==> config.mk <==
export PLATFORM = sky130hd
export DESIGN_NAME = spmm_top
export DESIGN_NICKNAME = d
export VERILOG_FILES = /design/src/verilog/spmm_pkg.sv /design/src/verilog/spmm_apb_pkg.sv /design/src/verilog/node_info_fifo.sv /design/src/verilog/row_sequencer.sv /design/src/verilog/sp_pe.sv /design/src/verilog/spmm_regs.sv /design/src/verilog/spmm_top.sv /design/src/verilog/wh_writer.sv
export SDC_FILE = /design/constraint.sdc
export NUM_CORES = 2
export LEC_CHECK = 0
export ABC_AREA = 1
export ABC_CLOCK_PERIOD_IN_PS = 10700
export BUFFER_PORTS_ARGS = -buffer_cell sky130_fd_sc_hd__buf_2
export CAP_MARGIN = 20
export CELL_PAD_IN_SITES_DETAIL_PLACEMENT = 0
export CELL_PAD_IN_SITES_GLOBAL_PLACEMENT = 1
export CORE_MARGIN = 5
export CORE_UTILIZATION = 51
export DETAILED_ROUTE_END_ITERATION = 10
export GPL_ROUTABILITY_DRIVEN = 0
export GPL_TIMING_DRIVEN = 0
export PLACE_DENSITY = 0.87
export SETUP_SLACK_MARGIN = 0.4
export SLEW_MARGIN = 40
export SYNTH_ARGS = -nofsm -noshare
export SYNTH_HDL_FRONTEND = slang
export SYNTH_HIERARCHICAL = 1
export SYNTH_SLANG_ARGS = --single-unit
export TNS_END_PERCENT = 30
==> constraint.sdc <==
create_clock -name clk -period 10.7 [get_ports clk]
set_input_delay 0.535 -clock clk [delete_from_list [all_inputs] [get_ports clk]]
set_output_delay 0.535 -clock clk [all_outputs]
set_load 0.02 [all_outputs]
==> src/verilog/spmm_pkg.sv <==
`default_nettype none

package spmm_pkg;

  // =========================================================================
  // Matrix sizes and data widths
  // =========================================================================
  localparam int NUM_FEATURE_IN  = 16;
  localparam int NUM_FEATURE_OUT = 4;
  localparam int DATA_WIDTH      = 8;
  // Sum of 16 products of 8x8 bits stays inside 20 bits
  localparam int WH_DATA_WIDTH   = 20;
  localparam int COL_IDX_WIDTH   = 4;
  localparam int NUM_NODE_WIDTH  = 8;
  localparam int WH_ADDR_WIDTH   = 10;

  // =========================================================================
  // Datapath structs
  // =========================================================================
  typedef struct packed {
    logic [NUM_NODE_WIDTH-1:0] num_node;
    logic                      src_flag;
  } node_info_t;

  // One nonzero of H, info only meaningful on the first entry of a row
  typedef struct packed {
    logic [COL_IDX_WIDTH-1:0]     col_idx;
    logic signed [DATA_WIDTH-1:0] val;
    logic                         first;
    logic                         last;
    node_info_t                   info;
  } h_entry_t;

  // Broadcast to all processing elements
  typedef struct packed {
    logic                         valid;
    logic [COL_IDX_WIDTH-1:0]     col_idx;
    logic signed [DATA_WIDTH-1:0] val;
    logic                         first;
    logic                         last;
  } pe_op_t;

  // Column 0 sits in res[0]
  typedef struct packed {
    logic [NUM_FEATURE_OUT-1:0][WH_DATA_WIDTH-1:0] res;
    node_info_t                                    info;
    logic [WH_ADDR_WIDTH-1:0]                      addr;
  } wh_row_t;

  typedef enum logic {
    ROW_START,
    ROW_BODY
  } seq_state_e;

endpackage

`default_nettype wire

==> src/verilog/spmm_apb_pkg.sv <==
`default_nettype none

package spmm_apb_pkg;

  localparam int APB_ADDR_WIDTH = 12;
  localparam int APB_DATA_WIDTH = 32;
  localparam int WGT_COL_WIDTH  = $clog2(spmm_pkg::NUM_FEATURE_OUT);

  typedef struct packed {
    logic                      psel;
    logic                      penable;
    logic                      pwrite;
    logic [APB_ADDR_WIDTH-1:0] paddr;
    logic [APB_DATA_WIDTH-1:0] pwdata;
  } apb_req_t;

  // Weight (r, c) at REG_WGT_BASE + 4 * (r * NUM_FEATURE_OUT + c)
  typedef enum logic [APB_ADDR_WIDTH-1:0] {
    REG_CTRL     = 12'h000,
    REG_STATUS   = 12'h004,
    REG_WGT_BASE = 12'h100
  } reg_addr_e;

  typedef struct packed {
    logic                                   valid;
    logic [spmm_pkg::COL_IDX_WIDTH-1:0]     row;
    logic [WGT_COL_WIDTH-1:0]               col;
    logic signed [spmm_pkg::DATA_WIDTH-1:0] wgt;
  } wgt_wr_t;

endpackage

`default_nettype wire

==> src/verilog/node_info_fifo.sv <==
`timescale 1ns/1ps
`default_nettype none

module node_info_fifo #(
  parameter int NODE_FIFO_DEPTH = 4
) (
  input  wire                       clk,
  input  wire                       rst_n,
  input  wire                       push_i,
  input  wire spmm_pkg::node_info_t push_data_i,
  input  wire                       pop_i,
  output spmm_pkg::node_info_t      pop_data_o,
  output logic                      full_o,
  output logic                      empty_o
);

  localparam int PTR_W = $clog2(NODE_FIFO_DEPTH);

  spmm_pkg::node_info_t mem [NODE_FIFO_DEPTH];
  logic [PTR_W:0]       wr_ptr_q;
  logic [PTR_W:0]       rd_ptr_q;

  // Extra pointer MSB separates full from empty
  assign empty_o    = (wr_ptr_q == rd_ptr_q);
  assign full_o     = (wr_ptr_q[PTR_W] != rd_ptr_q[PTR_W]) &&
                      (wr_ptr_q[PTR_W-1:0] == rd_ptr_q[PTR_W-1:0]);
  assign pop_data_o = mem[rd_ptr_q[PTR_W-1:0]];

  always_ff @(posedge clk or negedge rst_n) begin
    if (!rst_n) begin
      wr_ptr_q <= '0;
      rd_ptr_q <= '0;
    end else begin
      if (push_i) begin
        wr_ptr_q <= wr_ptr_q + 1'b1;
      end
      if (pop_i) begin
        rd_ptr_q <= rd_ptr_q + 1'b1;
      end
    end
  end

  always_ff @(posedge clk) begin
    if (push_i) begin
      mem[wr_ptr_q[PTR_W-1:0]] <= push_data_i;
    end
  end

  a_no_overflow : assert property (@(posedge clk) disable iff (!rst_n) push_i |-> !full_o);
  a_no_underflow : assert property (@(posedge clk) disable iff (!rst_n) pop_i |-> !empty_o);

endmodule

`default_nettype wire

==> src/verilog/row_sequencer.sv <==
`timescale 1ns/1ps
`default_nettype none

module row_sequencer (
  input  wire                     clk,
  input  wire                     rst_n,
  input  wire                     enable_i,
  input  wire spmm_pkg::h_entry_t entry_i,
  input  wire                     entry_valid_i,
  output logic                    entry_ready_o,
  input  wire                     fifo_full_i,
  output logic                    push_o,
  output spmm_pkg::node_info_t    push_info_o,
  output spmm_pkg::pe_op_t        pe_op_o
);

  spmm_pkg::seq_state_e                   state_q;
  spmm_pkg::seq_state_e                   state_d;
  logic                                   accept;
  logic                                   op_valid_q;
  logic [spmm_pkg::COL_IDX_WIDTH-1:0]     op_col_q;
  logic signed [spmm_pkg::DATA_WIDTH-1:0] op_val_q;
  logic                                   op_first_q;
  logic                                   op_last_q;

  // Stall when disabled or no descriptor slot is left
  assign entry_ready_o = enable_i && !fifo_full_i;
  assign accept        = entry_valid_i && entry_ready_o;

  // Descriptor travels ahead of its results
  assign push_o      = accept && entry_i.first;
  assign push_info_o = entry_i.info;

  always_comb begin
    state_d = state_q;
    if (accept) begin
      state_d = entry_i.last ? spmm_pkg::ROW_START : spmm_pkg::ROW_BODY;
    end
  end

  always_ff @(posedge clk or negedge rst_n) begin
    if (!rst_n) begin
      state_q    <= spmm_pkg::ROW_START;
      op_valid_q <= 1'b0;
    end else begin
      state_q    <= state_d;
      op_valid_q <= accept;
    end
  end

  always_ff @(posedge clk) begin
    if (accept) begin
      op_col_q   <= entry_i.col_idx;
      op_val_q   <= entry_i.val;
      op_first_q <= entry_i.first;
      op_last_q  <= entry_i.last;
    end
  end

  assign pe_op_o.valid   = op_valid_q;
  assign pe_op_o.col_idx = op_col_q;
  assign pe_op_o.val     = op_val_q;
  assign pe_op_o.first   = op_first_q;
  assign pe_op_o.last    = op_last_q;

  // First flag opens a row only after the previous one closed
  a_framing : assert property (@(posedge clk) disable iff (!rst_n)
    accept |-> (entry_i.first == (state_q == spmm_pkg::ROW_START)));

endmodule

`default_nettype wire

==> src/verilog/sp_pe.sv <==
`timescale 1ns/1ps
`default_nettype none

module sp_pe #(
  parameter int COL_INDEX = 0
) (
  input  wire                                   clk,
  input  wire                                   rst_n,
  input  wire spmm_apb_pkg::wgt_wr_t            wgt_wr_i,
  input  wire spmm_pkg::pe_op_t                 pe_op_i,
  output logic [spmm_pkg::WH_DATA_WIDTH-1:0]    res_o,
  output logic                                  res_valid_o
);

  localparam int PROD_WIDTH = 2 * spmm_pkg::DATA_WIDTH;
  localparam int EXT_WIDTH  = spmm_pkg::WH_DATA_WIDTH - PROD_WIDTH;

  logic signed [spmm_pkg::DATA_WIDTH-1:0]    w_mem [spmm_pkg::NUM_FEATURE_IN];
  logic signed [PROD_WIDTH-1:0]              prod;
  logic signed [spmm_pkg::WH_DATA_WIDTH-1:0] acc_q;
  logic signed [spmm_pkg::WH_DATA_WIDTH-1:0] acc_d;

  // =========================================================================
  // Weight column store
  // =========================================================================
  always_ff @(posedge clk) begin
    if (wgt_wr_i.valid && (int'(wgt_wr_i.col) == COL_INDEX)) begin
      w_mem[wgt_wr_i.row] <= wgt_wr_i.wgt;
    end
  end

  // =========================================================================
  // Multiply-accumulate
  // =========================================================================
  assign prod = pe_op_i.val * w_mem[pe_op_i.col_idx];

  // Restart on the first entry of a row
  always_comb begin
    acc_d = (pe_op_i.first ? '0 : acc_q) + {{EXT_WIDTH{prod[PROD_WIDTH-1]}}, prod};
  end

  always_ff @(posedge clk) begin
    if (pe_op_i.valid) begin
      acc_q <= acc_d;
    end
    if (pe_op_i.valid && pe_op_i.last) begin
      res_o <= acc_d;
    end
  end

  always_ff @(posedge clk or negedge rst_n) begin
    if (!rst_n) begin
      res_valid_o <= 1'b0;
    end else begin
      res_valid_o <= pe_op_i.valid && pe_op_i.last;
    end
  end

endmodule

`default_nettype wire

==> src/verilog/spmm_regs.sv <==
`timescale 1ns/1ps
`default_nettype none

module spmm_regs (
  input  wire                                     clk,
  input  wire                                     rst_n,
  input  wire spmm_apb_pkg::apb_req_t             apb_i,
  output logic [spmm_apb_pkg::APB_DATA_WIDTH-1:0] prdata_o,
  output logic                                    pready_o,
  output logic                                    pslverr_o,
  input  wire                                     wh_valid_i,
  output logic                                    enable_o,
  output spmm_apb_pkg::wgt_wr_t                   wgt_wr_o
);

  localparam int WGT_WORDS = spmm_pkg::NUM_FEATURE_IN * spmm_pkg::NUM_FEATURE_OUT;
  localparam int WGT_IDX_W = $clog2(WGT_WORDS);
  localparam int COL_W     = spmm_apb_pkg::WGT_COL_WIDTH;

  logic                                    access;
  logic                                    hit_ctrl;
  logic                                    hit_status;
  logic                                    hit_wgt;
  logic [spmm_apb_pkg::APB_ADDR_WIDTH-1:0] wgt_offset;
  logic [WGT_IDX_W-1:0]                    wgt_idx;
  logic [spmm_apb_pkg::APB_DATA_WIDTH-1:0] row_count_q;

  // =========================================================================
  // Address decode
  // =========================================================================
  assign access     = apb_i.psel && apb_i.penable;
  assign hit_ctrl   = (apb_i.paddr == spmm_apb_pkg::REG_CTRL);
  assign hit_status = (apb_i.paddr == spmm_apb_pkg::REG_STATUS);

  // Weight window is word aligned, one word per weight
  assign wgt_offset = apb_i.paddr - spmm_apb_pkg::REG_WGT_BASE;
  assign hit_wgt    = (apb_i.paddr >= spmm_apb_pkg::REG_WGT_BASE) &&
                      (wgt_offset[1:0] == 2'b00) &&
                      (wgt_offset[spmm_apb_pkg::APB_ADDR_WIDTH-1:2] < WGT_WORDS);
  assign wgt_idx    = wgt_offset[WGT_IDX_W+1:2];

  assign pready_o  = 1'b1;
  assign pslverr_o = access &&
                     (!(hit_ctrl || hit_status || hit_wgt) || (apb_i.pwrite && hit_status));

  // Read mux, weights read back as zero
  always_comb begin
    prdata_o = '0;
    if (access && !apb_i.pwrite) begin
      if (hit_ctrl) begin
        prdata_o[0] = enable_o;
      end else if (hit_status) begin
        prdata_o = row_count_q;
      end
    end
  end

  // Index splits into row (upper bits) and column (lower bits)
  assign wgt_wr_o.valid = access && apb_i.pwrite && hit_wgt;
  assign wgt_wr_o.row   = wgt_idx[WGT_IDX_W-1:COL_W];
  assign wgt_wr_o.col   = wgt_idx[COL_W-1:0];
  assign wgt_wr_o.wgt   = apb_i.pwdata[spmm_pkg::DATA_WIDTH-1:0];

  // =========================================================================
  // Control and status
  // =========================================================================
  always_ff @(posedge clk or negedge rst_n) begin
    if (!rst_n) begin
      enable_o    <= 1'b0;
      row_count_q <= '0;
    end else begin
      if (access && apb_i.pwrite && hit_ctrl) begin
        enable_o <= apb_i.pwdata[0];
      end
      if (wh_valid_i) begin
        row_count_q <= row_count_q + 1'b1;
      end
    end
  end

  // Setup phase always leads into its access phase with psel held
  a_psel_stable : assert property (@(posedge clk) disable iff (!rst_n)
    (apb_i.psel && !apb_i.penable) |=> (apb_i.psel && apb_i.penable));

endmodule

`default_nettype wire

==> src/verilog/spmm_top.sv <==
`timescale 1ns/1ps
`default_nettype none

module spmm_top #(
  parameter int NODE_FIFO_DEPTH = 4
) (
  input  wire                                     clk,
  input  wire                                     rst_n,
  // APB slave
  input  wire spmm_apb_pkg::apb_req_t             apb_i,
  output logic [spmm_apb_pkg::APB_DATA_WIDTH-1:0] prdata_o,
  output logic                                    pready_o,
  output logic                                    pslverr_o,
  // Sparse entry stream
  input  wire spmm_pkg::h_entry_t                 entry_i,
  input  wire                                     entry_valid_i,
  output logic                                    entry_ready_o,
  // Wh records
  output spmm_pkg::wh_row_t                       wh_o,
  output logic                                    wh_valid_o
);

  logic                                                         enable;
  spmm_apb_pkg::wgt_wr_t                                        wgt_wr;
  spmm_pkg::pe_op_t                                             pe_op;
  logic                                                         push;
  spmm_pkg::node_info_t                                         push_info;
  logic                                                         fifo_full;
  logic                                                         pop;
  spmm_pkg::node_info_t                                         pop_data;
  logic [spmm_pkg::NUM_FEATURE_OUT-1:0][spmm_pkg::WH_DATA_WIDTH-1:0] res;
  logic [spmm_pkg::NUM_FEATURE_OUT-1:0]                         res_valid;

  spmm_regs i_spmm_regs (
    .clk        (clk),
    .rst_n      (rst_n),
    .apb_i      (apb_i),
    .prdata_o   (prdata_o),
    .pready_o   (pready_o),
    .pslverr_o  (pslverr_o),
    .wh_valid_i (wh_valid_o),
    .enable_o   (enable),
    .wgt_wr_o   (wgt_wr)
  );

  row_sequencer i_row_sequencer (
    .clk           (clk),
    .rst_n         (rst_n),
    .enable_i      (enable),
    .entry_i       (entry_i),
    .entry_valid_i (entry_valid_i),
    .entry_ready_o (entry_ready_o),
    .fifo_full_i   (fifo_full),
    .push_o        (push),
    .push_info_o   (push_info),
    .pe_op_o       (pe_op)
  );

  node_info_fifo #(
    .NODE_FIFO_DEPTH (NODE_FIFO_DEPTH)
  ) i_node_info_fifo (
    .clk         (clk),
    .rst_n       (rst_n),
    .push_i      (push),
    .push_data_i (push_info),
    .pop_i       (pop),
    .pop_data_o  (pop_data),
    .full_o      (fifo_full),
    .empty_o     ()
  );

  // One processing element per W column, all finish in the same cycle
  for (genvar i = 0; i < spmm_pkg::NUM_FEATURE_OUT; i++) begin : g_pe
    sp_pe #(
      .COL_INDEX (i)
    ) i_sp_pe (
      .clk         (clk),
      .rst_n       (rst_n),
      .wgt_wr_i    (wgt_wr),
      .pe_op_i     (pe_op),
      .res_o       (res[i]),
      .res_valid_o (res_valid[i])
    );
  end

  wh_writer i_wh_writer (
    .clk         (clk),
    .rst_n       (rst_n),
    .res_i       (res),
    .res_valid_i (res_valid[0]),
    .pop_o       (pop),
    .pop_data_i  (pop_data),
    .wh_o        (wh_o),
    .wh_valid_o  (wh_valid_o)
  );

endmodule

`default_nettype wire

==> src/verilog/wh_writer.sv <==
`timescale 1ns/1ps
`default_nettype none

module wh_writer (
  input  wire                                                         clk,
  input  wire                                                         rst_n,
  input  wire [spmm_pkg::NUM_FEATURE_OUT-1:0][spmm_pkg::WH_DATA_WIDTH-1:0] res_i,
  input  wire                                                         res_valid_i,
  output logic                                                        pop_o,
  input  wire spmm_pkg::node_info_t                                   pop_data_i,
  output spmm_pkg::wh_row_t                                           wh_o,
  output logic                                                        wh_valid_o
);

  logic [spmm_pkg::WH_ADDR_WIDTH-1:0] addr_q;

  // Descriptor of the oldest row leaves together with its results
  assign pop_o = res_valid_i;

  always_ff @(posedge clk or negedge rst_n) begin
    if (!rst_n) begin
      addr_q     <= '0;
      wh_valid_o <= 1'b0;
    end else begin
      wh_valid_o <= res_valid_i;
      if (res_valid_i) begin
        addr_q <= addr_q + 1'b1;
      end
    end
  end

  // Record payload
  always_ff @(posedge clk) begin
    if (res_valid_i) begin
      wh_o.res  <= res_i;
      wh_o.info <= pop_data_i;
      wh_o.addr <= addr_q;
    end
  end

  // A pushed descriptor must be waiting when a row's results land
  a_info_ready : assert property (@(posedge clk) disable iff (!rst_n)
    res_valid_i |-> !$isunknown(pop_data_i));

endmodule

`default_nettype wire
Yosys cells after proc, flatten, opt, wreduce, memory -nomap -nowiden
Memories as Yosys holds them, arrays and structs flattened. A register that Yosys moved wholly into a read port is not among the register bits. Index checks and enable logic that the tools add are counted.

Memory bits (writable): 548. Output and inout bits: 135. Input bits: 73. Bits in registers: 316. Memories kept: 5.

Memory list: g_pe[0].i_sp_pe.w_mem (words 16, bits a word 8, read ports 1, clocked after memory_dff 1, write ports 1, RTL line sp_pe.sv:18) `logic signed [spmm_pkg::DATA_WIDTH-1:0] w_mem [spmm_pkg::NUM_FEATURE_IN];`; g_pe[1].i_sp_pe.w_mem (words 16, bits a word 8, read ports 1, clocked after memory_dff 1, write ports 1, RTL line sp_pe.sv:18); g_pe[2].i_sp_pe.w_mem (words 16, bits a word 8, read ports 1, clocked after memory_dff 1, write ports 1, RTL line sp_pe.sv:18); g_pe[3].i_sp_pe.w_mem (words 16, bits a word 8, read ports 1, clocked after memory_dff 1, write ports 1, RTL line sp_pe.sv:18); i_node_info_fifo.mem (words 4, bits a word 9, read ports 1, clocked after memory_dff 1, write ports 1, RTL line node_info_fifo.sv:19) `spmm_pkg::node_info_t mem [NODE_FIFO_DEPTH];`.

Multipliers: 4. $add $sub $neg: 9. Reductions and logical operators: 27. $lt $le $gt $ge: 2. Equality and inequality tests: 6. Mux-type cells: 22.

Operators by type and width (count): 20-bit adder (4); 20-bit 2-to-1 mux (4); 8-bit by 8-bit multiplier with 16-bit output (4); 32-bit 2-to-1 mux (2); 32-bit by 1-bit adder with 32-bit output (second input constant) (1); 31-bit 2-to-1 mux (1); 1-bit logical AND (18); 4-bit 2-to-1 mux (4); 12-bit by 3-bit equality test with 1-bit output (second input constant) (1); 12-bit by 9-bit >= comparator with 1-bit output (second input constant) (1); 12-bit logical NOT (1); 12-bit by 9-bit subtractor with 12-bit output (second input constant) (1); 1-bit 2-to-1 mux (11); 10-bit by 1-bit adder with 10-bit output (second input constant) (1); 10-bit by 7-bit less-than comparator with 1-bit output (second input constant) (1); 3-bit by 1-bit adder with 3-bit output (second input constant) (2); 2-bit equality test (second input constant) (2); 2-bit logical NOT (2); 1-bit logical NOT (3); 1-bit logical OR (3); 2-bit by 1-bit equality test with 1-bit output (second input constant) (1); 2-bit equality test (1); 1-bit != test (1).

Logic depth before layout (Yosys ltp)
Word-level depth: 8. Mapped depth: 42. Gate-level depth less buffers: 39.

Cells and area by module
Netlist, hierarchy kept.

Modules (own cells, without submodules): sp_pe (g_pe[3].i_sp_pe) (area an instance 10221.1 um^2, cells each 962, instances 1); sp_pe (g_pe[2].i_sp_pe) (area an instance 10177.3 um^2, cells each 954, instances 1); sp_pe (g_pe[0].i_sp_pe) (area an instance 10148.5 um^2, cells each 937, instances 1); sp_pe (g_pe[1].i_sp_pe) (area an instance 10134.7 um^2, cells each 937, instances 1); wh_writer (area an instance 3493.4 um^2, cells each 155, instances 1); spmm_regs (area an instance 2298.5 um^2, cells each 317, instances 1); node_info_fifo (area an instance 1839.3 um^2, cells each 155, instances 1); row_sequencer (area an instance 570.5 um^2, cells each 34, instances 1).

Worst setup path after synthesis
Ideal clock, no wire load.

Kind: reg-to-reg. From: register i_row_sequencer/op_col_q[0] (netlist name). To: register g_pe[1].i_sp_pe/acc_q[19] in the netlist's numbering, data pin. Arrival time: 6.244 ns. Cell stages (with the launch flop): 40. Period minus slack after synthesis: 6.500 ns. Library setup time: 0.256 ns. Path slack: 4.200 ns. Cell sequence: edfxtp_1 -> buf_2 -> buf_4 -> buf_2 -> o21ai_0 -> o21ai_1 -> o211ai_1 -> nand2_1 -> inv_2 -> nor2_1 -> fa_1 -> inv_1 -> fa_1 -> inv_1 -> fa_1 -> inv_1 -> fa_1 -> inv_1 -> [4 not listed] -> nand2_1 -> a21oi_1 -> o21ai_1 -> nand2_1 -> nand2_1 -> a21oi_1 -> xnor2_1 -> ha_1 -> nand2_1 -> nor2_1 -> inv_1 -> or2_2 -> nand4_1 -> nand3_1 -> nand2_1 -> nand2_1 -> nand3_1 -> nand2_1.

RTL lines: end signal: assignment (RTL line sp_pe.sv:44) `acc_q <= acc_d;`; end: declaration (RTL line sp_pe.sv:20) `logic signed [spmm_pkg::WH_DATA_WIDTH-1:0] acc_q;`.

==> impl_results.md <==
* Starting Density at 0.514
* Via count at 31869
* Clock Skew at 42.1 ps
* TNS Setup at 0 ps
* CTS Buf Count at 90
* Crit path launch type: flip-flop
* Die height at 319 microns
* CTS Root Cell: clkbuf_16
* Drt pass-1 iters at 6
* Vias in the first global route at 32033
* Status: finished clean
* Post-DP HPWL at a little under 80000 microns
* Routed WL per cell at 18.0 microns
* Slew HR at 0.388
* WL met1 at 46100 microns
* Power per cell area at 128 mW/mm^2
* Total gr overflow at 0
* Post-synthesis instance total at ~4400
* Ant. Diodes at 0
* Worst Path Arrival at a little over 8000 ps
* Yosys warnings at 6
* Worst slack, placed at 2950 ps
* Slew @ Worst Pin at approximately 900 ps
* Met3 WL at roughly 7400 microns
* Final min period at 7860 ps
* Worst stage delay on the critical path at 550 ps
* Core area at approximately 0.095 sq mm
* Met2 routed WL at about 52000 microns
* Setup bufs post-CTS at 0
* Clock slew at the register clock pins of the worst setup and hold paths at 60 ps
* RSZ-0062 raised after global routing: false
* Final WL at roughly 110000 microns
* Crit path kind: reg -> reg
* DRC violations left at 0
* DRT antenna net count at 0
* Crit share post-route at 0.735
* Synth Net Count at 4946
* Synth-to-Final Area Change at 11.2%
* Post-route worst setup slack at 2840 ps
* First-pass GRT wire length at 172000 microns
* I/O Buffers at 166
* Max Cap Violations at 0
* Clk sinks at 873
* Largest net degree at the start of global routing at 85
* CP Capture Type: flip-flop
* Die area at about 0.10 sq mm
* First DRT Iteration DRCs at about 2600
* Worst path slowest cell: fa_1
* Htree depth at 3
* Top routing layer used: met4
* Net count, final at around 5200
* Mapped Avg Cell Area at 11.0 sq um
* Max VDD drop at 0.104 mV
* Worst-Skew Late Latency at roughly 700 ps
* Initial antenna violation count at 1
* Hold Fails Final Rpt at 0
* WP data required at 11120 ps
* Leak at 0.0233 uW
* CP dominant cell by count: nand2_1
* Final Total Pwr at 6960 uW
* Fraction of layout cells with a size suffix above 1 at 0.116
* Synth Cell Area at approximately 0.049 sq mm
* Final setup vio count at 0
* Achievable Freq at around 130 MHz
* Hold Path Class: in -> reg
* Via density at 5.27
* Site Rows at 113
* Chip width at 319 microns
* CTS Buffer Depth at 3
* Ports at 208
* Slew Viols, Final at 0
* Worst-path fanout max at 10
* GRT Util Overall at 0.211
* CTS tree: done
==> critical path: cells and delay by family, from the launching register on <==
kind,cells,cell delay [ps]
AND/OR/NAND/NOR,17,1450
adder cells (fa/ha/maj),6,2780
AO/OA/AOI/OAI,6,1470
XOR/XNOR,1,190
buffers and inverters,8,1210
flip-flops,1,500
==> cell type report <==
| class | count | area (sq um) |
|---|---|---|
| repair buffers | 173 | 941 |
| clock buffers | 108 | 2400 |
| inverters | 840 | 3160 |
| well taps | 1265 | 1580 |
| flip-flops and latches | 873 | 26000 |
| fillers | 7966 | 40700 |
| multi-input cells | 2593 | 18900 |
| clock inverters | 52 | 502 |
| plain buffers | 140 | 816 |
==> placed cells by master (no fill, tap or decap), types with 95 or more instances in the layout <==
cell type,instances
fa_1,224
inv_1,800
o21ai_0,191
xor2_1,95
ha_1,203
o211ai_1,131
nand2_1,547
a21oi_1,238
buf_2,194
nor2_1,385
nand3_1,142
mux2i_1,128
edfxtp_1,821
==> what timing repair did <==
item | in CTS | in global routing
hold endpoints to repair | 18 | 0
hold buffers | 1 | 0
gates resized for setup | 0 | 0
==> power by group <==
part | switching (uW) | internal (uW)
clock network | 1330 | 1780
registers | 0.396 | 3720
logic | 95.9 | 34.0
total | 1430 | 5530
==> state kept, by name, indices dropped and copies added (netlist names), 8 cells and up <==
name,cells
i_wh_writer/wh_o,99
g_pe.i_sp_pe/w_mem,512
i_row_sequencer/op_val_q,8
i_wh_writer/addr_q,10
i_spmm_regs/row_count_q,32
i_node_info_fifo/mem,36
g_pe.i_sp_pe/acc_q,80
g_pe.i_sp_pe/res_o,80
==> routing by layer <==
metal,vias up,global-route usage
met5,-,0
met4,0,0.0670
met2,998,0.360
met1,15424,0.279
li1,15256,-
met3,191,0.0359
==> through the flow <==
step	instance area [sq um]	utilization	cells	hold WS (ps)
detailed placement	51300	0.540	5883	405
finish	54300	0.571	6044	72.3
floorplan	48800	-	4446	239
CTS	54300	0.571	6044	32.9
global route	54300	0.571	6044	44.4
global placement	51200	0.539	5877	402
==> path summary, 6_finish.rpt <==
check | startpoint | endpoint | slack, ps | depth (start not counted)
worst max-delay path | i_row_sequencer/op_col_q[1] | g_pe[0].i_sp_pe/acc_q[18] | 2840 | 38
worst min-delay path | entry_i[4] | i_node_info_fifo/mem[2][4] | 70 | 1
worst max register to register | i_row_sequencer/op_col_q[1] | g_pe[0].i_sp_pe/acc_q[18] | 2840 | 38
worst min register to register | g_pe[1].i_sp_pe/res_o[10] | i_wh_writer/wh_o[49] | 420 | 0
max in group asynchronous | rst_n | i_spmm_regs/row_count_q[3] | 9880 | 3
min in group asynchronous | rst_n | i_row_sequencer/op_valid_q | 330 | 2
Power figures use the tool's default switching activity.
